==> config.mk <==
export PLATFORM = sky130hd
export DESIGN_NAME = game_status_sync
export DESIGN_NICKNAME = d
export VERILOG_FILES = /design/src/rtl/game_status_sync.sv
export SDC_FILE = /design/constraint.sdc
export NUM_CORES = 1
export LEC_CHECK = 0
export ABC_AREA = 1
export BUFFER_PORTS_ARGS = -buffer_cell sky130_fd_sc_hd__buf_2
export CAP_MARGIN = 20
export CORE_AREA = 2 2 39 41
export DETAILED_ROUTE_END_ITERATION = 8
export DIE_AREA = 0 0 41 43
export MAX_ROUTING_LAYER = met4
export PLACE_DENSITY_LB_ADDON = 0.3
export SLEW_MARGIN = 20
export SYNTH_ARGS = -nofsm -noshare
export SYNTH_HDL_FRONTEND = slang
export SYNTH_SLANG_ARGS = --single-unit
==> constraint.sdc <==
create_clock -name clk -period 2.4 [get_ports clk]
set_input_delay 0.24 -clock clk [delete_from_list [all_inputs] [get_ports clk]]
set_output_delay 0.24 -clock clk [all_outputs]
set_load 0.05 [all_outputs]
==> src/rtl/game_status_sync.sv <==
`timescale 1ns/100ps
`default_nettype none

module game_status_sync #(
  parameter int score_bits = 8
) (
  input  logic                  clk,
  input  logic                  reset,
  input  logic                  status_req,
  output logic                  status_ack,
  input  logic [score_bits-1:0] score,
  input  logic                  waiting,
  input  logic                  handler_idle,
  output logic [score_bits-1:0] snap_score,
  output logic                  snap_waiting
);

  logic take;                                       // accept a new request

  // only take a word when the previous cycle is fully closed
  assign take = status_req && !status_ack && handler_idle;

  always_ff @(posedge clk) begin
    if (reset) begin
      status_ack <= 1'b0;
    end else if (take) begin
      status_ack <= 1'b1;
    end else if (status_ack && !status_req) begin
      status_ack <= 1'b0;                           // game released req
    end
  end

  always_ff @(posedge clk) begin
    if (reset) begin
      snap_score   <= '0;
      snap_waiting <= 1'b1;                         // start screen after reset
    end else if (take) begin
      snap_score   <= score;
      snap_waiting <= waiting;
    end
  end

  // ack may only come up in answer to a pending request
  ack_needs_req_a : assert property (
    @(posedge clk) disable iff (reset)
    $rose(status_ack) |-> $past(status_req)
  );

endmodule

`default_nettype wire

Word-level counts from Yosys, hierarchy flattened
Index checks and enable logic that the tools add are counted.
Cells by class
  reduce and logical (&&, ||, !) cells: 6
  muxes and demuxes: 2
  div/mod/pow operators: 0
  multipliers: 0
  bitwise gates (word level): 0
  $add $sub $neg: 0
  equality and inequality tests: 0
  order comparisons: 0
  shift operators: 0
Operator list (count)
  $logic_and 1x1->1: 3
  $logic_not 1->1: 2
  $mux 1: 2
  $reduce_bool 2->1: 1
Word-level totals
  bits in registers: 10
  memory bits (read-only): 0
  output and inout port bits: 10
  memory bits (writable): 0
  memories: 0
  input port bits: 13
  logic and storage cells: 11
  bits in latches: 0

Logic depth before layout (Yosys ltp)
Gate-level depths: netlist (run 1).
  word-level depth: 4
  depth in mapped cells: 6
  gate-level depth less buffers: 5

Least setup slack after synthesis (run 1)
No wires, ideal clock.
  kind: flip-flop to flip-flop
  start point: reg status_ack
  end point: reg snap_score[0]
  setup time: 113 ps
  period minus slack after synthesis: 1268 ps
  required time: 2287 ps
  path slack: 1132 ps
  path buffers: 1
  cell stages (with the launch flop): 7
  arrival: 1155 ps
  cell sequence: dfxtp_1 inv_1 nand3_4 buf_6 nand2_2 nand2_1 nor2_1
On the way
  longest elaborated chain between the ends: 3
Ends and longest elaborated chain
  start, declared: RTL line 10  | output logic status_ack,
  start signal, assigned: RTL line 25  | status_ack <= 1'b0;
  start signal, assigned: RTL line 27  | status_ack <= 1'b1;
  start signal, assigned: RTL line 29  | status_ack <= 1'b0;
  $logic_not 1->1: RTL line 21  | assign take = status_req && !status_ack && handler_idle;
  $logic_and 1x1->1 (2 in series): RTL line 21
  end signal, assigned: RTL line 38  | snap_score <= score;
  end, declared: RTL line 14  | output logic [score_bits-1:0] snap_score,
Every way passes these cells.
A chain may end at the register's enable or synchronous reset.

Worst setup path in the final report (run 1)
  start point: reg status_ack
  end point: out status_ack
No word-level cell between the ends.

==> results of run 1 <==
Yosys cell counts:
cell type,count,area (um2)
nor2_1,17,63.81
nand2_1,16,60.06
dfxtp_1,10,200.2
inv_1,9,33.78
buf_6,1,11.26
clkinv_1,1,3.750
nand2_2,1,6.260
nand3_1,1,5.000
nand3_4,1,17.52
nand4_1,1,6.260
o21ai_0,1,5.000
report_power, final:
group	total, mW	leakage [nW]	internal [mW]	switching (mW)
sequential	0.182	0.0824	0.177	0.00479
clock	0.153	0.0210	0.0920	0.0612
combinational	0.0911	0.226	0.0250	0.0661
final cells by class:
| cell class | instances | area (um2) | share of cell area (%) |
|---|---|---|---|
| sequential | 10 | 200.2 | 35.24 |
| multi-input combinational | 38 | 163.9 | 28.85 |
| timing repair buffer | 22 | 110.1 | 19.38 |
| inverter | 10 | 37.54 | 6.608 |
| clock buffer | 4 | 36.28 | 6.388 |
| tap | 16 | 20.02 | 3.524 |
worst reg2reg max path, delay by kind of cell (launching register included):
| kind | cells | cell delay, ns |
|---|---|---|
| buf+inv | 1 | 0.10 |
| flops | 1 | 0.32 |
| simple gates | 4 | 0.43 |
metrics by stage:
stage          hold slack [ns]  instances  utilization [%]  instance area (um2)
4_1_cts                 0.1342        100            41.05                568.0
3_3_place_gp            0.4186         96            38.43                531.8
6_report                0.1448        100            41.05                568.0
5_1_grt                 0.1268        100            41.05                568.0
2_1_floorplan           0.3124         59                -                412.9
3_5_place_dp            0.4230         96            38.43                531.8
sequential cells by signal, summed over array words and instances, names as in the netlist:
name and count:
status_ack 1, snap_waiting 1, snap_score 8
kinds of logic (layout without fill, tap and decap cells):
logic type | count (synthesis) | after routing | synth area share [%]
AND/OR/NAND/NOR | 37 | 37 | 38.49
buffers and inverters | 11 | 36 | 11.82
AO/OA/AOI/OAI | 1 | 1 | 1.211
flip-flops | 10 | 10 | 48.48
worst paths after layout:
check / to / slack, ns / cells after the start
min reg2reg: snap_waiting / 0.47 / 2
min: status_ack / 0.14 / 2
max: status_ack / 1.30 / 1
max reg2reg: snap_score[5] / 1.50 / 5
layout by cell type, fill, tap and decap left out:
cell and n:
nand4_1 1, nor2_1 17, nand2_2 1, clkbuf_8 1
o21ai_0 1, nand2_1 16, nand3_1 1, clkinv_1 1
buf_2 22, nand3_4 1, dfxtp_1 10, inv_1 9
clkbuf_4 3
routing by layer:
layer	global-route usage, %	part of all wire [%]
met3	4.712	7.2
met2	14.06	41
met5	-	0
met4	12.00	2.2
met1	16.56	49
==> results.cfg, run 1 <==
[worst_setup_path]
critPathRequiredTime_ns = 2.16
cp-start-kind = flip-flop
cp_top_family = flip-flops
crit_buf_inv = 1
rr_startpoint = status_ack
path_max_fanout = 3
arrival_ns = 0.86
endpoint_kind = primary output
crit_path_top_delay_cell = dfxtp_1
critPathKind = reg -> out
critPathMaxStageDelay_ns = 0.34
crit_chain = buf_2
crit_start = status_ack

[route]
firstDrtPassIters = 4
drt_iter0_markers = 4
via_per_inst = 3.950
wire_per_inst_um = 8.560
routed_wl_um = 856
ant_nets = 0
vias = 395
route.detailed.drc = 0

[floorplanning]
core_area_mm2 = 0.001384
die_w_um = 41
boundaryPins = 23
die_h_um = 43
start_util_pct = 29.84
rows = 14
die_area_mm2 = 0.001763

[timing]
drv_slew = 0
setup_viol = 0
skew_ns = 0.0005815
period_needed_ns = 1.103
fin_ws_ns = 1.297
hold_viol = 0
period_share_pct = 45.98
rsz0062_at_grt = no
tightestPinTransition_ns = 0.2444
timing.setup.tns_ns = 0
fmax_mhz = 906.3
maxSlewHeadroom_pct = 83.60

[pwr]
leakagePower_nw = 0.3293
peakVddDrop_mv = 0.3509
powerDensity_mw_per_mm2 = 750.3
power_mw = 0.4262

[clock_network]
clock_sink_count = 10
postCtsSetupBuffers = 0
clk_latency_ns = 0.26
hold_buffers = 0
cts-resized-gates = 0
cts_root_buffer = clkbuf_4
clkTransAtPathRegs_ns = 0.07
cts_inserted_buffers = 3
cts_htree_levels = 1
clockBufferDepth = 2
cts_tree = built

[logic_synthesis]
yosysWarnings = 0
synth_cells = 59
synth.distinct_cells = 11
syn_area_per_cell_um2 = 6.998
ys_seq_area_share_pct = 48.48
syn_area_um2 = 412.9
ys_seq_elements = 10
synth.net_count = 72

[placed_design]
place_ws_ns = 1.507
hpwl_um = 606.4
place.gp.congestion = 0.6666
numPortBuffers = 22

[final_layout]
drive_gt1_share_pct = 33.33
n_antenna_cell = 0
finalNetCount = 98
syn2layout_area_growth_pct = 37.58
fill_cells = 149

[grt]
grt_pass1_vias = 337
grt-ovfl-total = 0
grt_max_degree = 18
antenna_found_initial = 0
grt_use_total_pct = 12.69
grt_pass1_wl_um = 1386

[min_path]
hold_path.class = in -> reg
hold_start = reset

[run]
maxCapViolations = 0

[outcome]
outcome = finished clean
Power figures use the tool's default switching activity.
==> run 2, diff against run 1 <==
clock period = 1.07 ns   (was 2.4 ns; I/O delays follow)
==> run 2 against run 1 <==
Effect of this change:
- clock-buffer cell count unchanged
- non-clock buffer count grew 1
- critical path type is now in -> reg
- global-route usage shrank 0.85 points
- worst hold slack worse by 0.087 ns
- sequential share of layout area fell by 0.19 points
==> results.cfg, run 2 (synthesis results as in run 1) <==
[placed_design]
numPortBuffers = 22
dp_cells = 96
placed_area_um2 = 535.5
place.gp.congestion = 0.6828

[worst_setup_path]
endpoint_kind = flip-flop
crit_path_top_delay_cell = dlygate4sd3_1
cp-start-kind = primary input
cp_top_family = buffers and inverters
arrival_ns = 1.12
reg2regPathDepth = 4
r2r-end = snap_score[1]
crit_buf_inv = 3
rr_startpoint = status_ack
critPathMaxStageDelay_ns = 0.52
crit_chain = dlygate4sd3_1 > buf_2 > clkinv_1 > nand2_1 > nor2_1
r2r_slack_ns = 0.15
path_max_fanout = 9
critPathKind = in -> reg
critPathRequiredTime_ns = 1.22

[clock_network]
cts_root_buffer = clkbuf_4
postCtsSetupBuffers = 0
cts_htree_levels = 1
clock_sink_count = 10
cts-resized-gates = 0
clk_latency_ns = 0.27
clkTransAtPathRegs_ns = 0.07
hold_buffers = 1
clockBufferDepth = 2
cts_inserted_buffers = 3
cts_tree = built

[floorplanning]
die_h_um = 43
boundaryPins = 23
start_util_pct = 29.84
core_area_mm2 = 0.001384
die_area_mm2 = 0.001763
die_w_um = 41
rows = 14

[min_path]
hold_start = score[7]
whs_endpoint = snap_score[7]
hold_path.class = in -> reg
worstHoldPathCells = 3

[final_layout]
finalNetCount = 99
drive_gt1_share_pct = 34.12
largest_reg_flops = 8
regMostFlops = snap_score
n_antenna_cell = 0
layout_common_cells = 22 x buf_2, 17 x nor2_1, 16 x nand2_1
post-route-util_pct = 42.04
post_layout_nonfiller_instances = 101
final_common_cell = buf_2
syn2layout_area_growth_pct = 40.91
final_area_um2 = 581.8
top_regs = snap_score: 8 flops, snap_waiting: 1 flops, status_ack: 1 flops

[run]
maxCapViolations = 0

[route]
routed_wl_um = 810
via_per_inst = 3.960
wire_per_inst_um = 8.020
drt_iter0_markers = 4
ant_nets = 0
vias = 400
firstDrtPassIters = 2
route.detailed.drc = 0

[grt]
grt-ovfl-total = 0
antenna_found_initial = 0
grt_pass1_vias = 315
grt_pass1_wl_um = 1242
grt_max_degree = 18
grt_use_total_pct = 11.84

[timing]
rsz0062_at_grt = no
timing.setup.tns_ns = 0
period_needed_ns = 0.9643
hold_viol = 0
fmax_mhz = 1037
drv_slew = 0
period_share_pct = 90.13
skew_ns = 0.008687
tightestPinTransition_ns = 0.2363
setup_viol = 0
maxSlewHeadroom_pct = 84.15

[outcome]
outcome = finished clean

[pwr]
leakagePower_nw = 0.3342
powerDensity_mw_per_mm2 = 1634
peakVddDrop_mv = 0.8505
-- run 2: cell count changes in the layout (fill, tap and decap cells not counted) --
| cell | previous run | this run |
|---|---|---|
| dfxtp_1 | 10 | 9 |
| dfxtp_4 | 0 | 1 |
| dlygate4sd3_1 | 0 | 1 |
-- run 2: cell type report --
class / instances / area [um2]
Clock buffer: 4 / 36.28
Fill cell: 150 / 802.0
Inverter: 10 / 37.54
Multi-Input combinational cell: 38 / 163.9
Sequential cell: 10 / 203.9
Tap cell: 16 / 20.02
Timing Repair Buffer: 23 / 120.1
-- run 2: per-layer routing --
layer	global-route usage, %	share of wire (%)	vias up
li1	-	-	224
met5	-	0	-
met3	9.424	13	0
met4	6.000	0	0
met2	15.63	45	15
met1	12.26	42	161
-- run 2: how the worst max path moves through the flow --
stage,start,end,slack (ns),cells after the start
CTS,snap_score[5],snap_score[5],0.09,1
global placement,status_ack,snap_score[1],0.18,4
global route,reset,snap_score[4],0.02,5
floorplan,status_ack,snap_score[0],0.09,5
detailed placement,status_ack,snap_score[3],0.14,4
finish,reset,snap_score[1],0.11,5
-- run 2: worst reg2reg max path, stage by stage, from the launching register on --
cell and delay (ns):
dfxtp_4 0.34, inv_1 0.10, nand3_4 0.18, nor2_1 0.15, nor2_1 0.06
-- run 2: per-stage QoR --
stage          setup slack (ns)  power [mW]  hold WS (ns)
6_report                 0.1057      0.9509       0.05811
5_1_grt                 0.01781       1.020       0.04981
4_1_cts                 0.08710      0.9750       0.04816
3_5_place_dp             0.1393      0.6202        0.2791
3_3_place_gp             0.1811      0.6187        0.2780
2_1_floorplan           0.08939      0.5666        0.1697
-- run 2: power breakdown --
| group | total, mW | internal (mW) | leakage (nW) | switching, mW |
|---|---|---|---|---|
| combinational | 0.206 | 0.0584 | 0.230 | 0.148 |
| sequential | 0.406 | 0.396 | 0.0831 | 0.0102 |
| clock | 0.338 | 0.207 | 0.0210 | 0.132 |
| total | 0.951 | 0.661 | 0.334 | 0.290 |
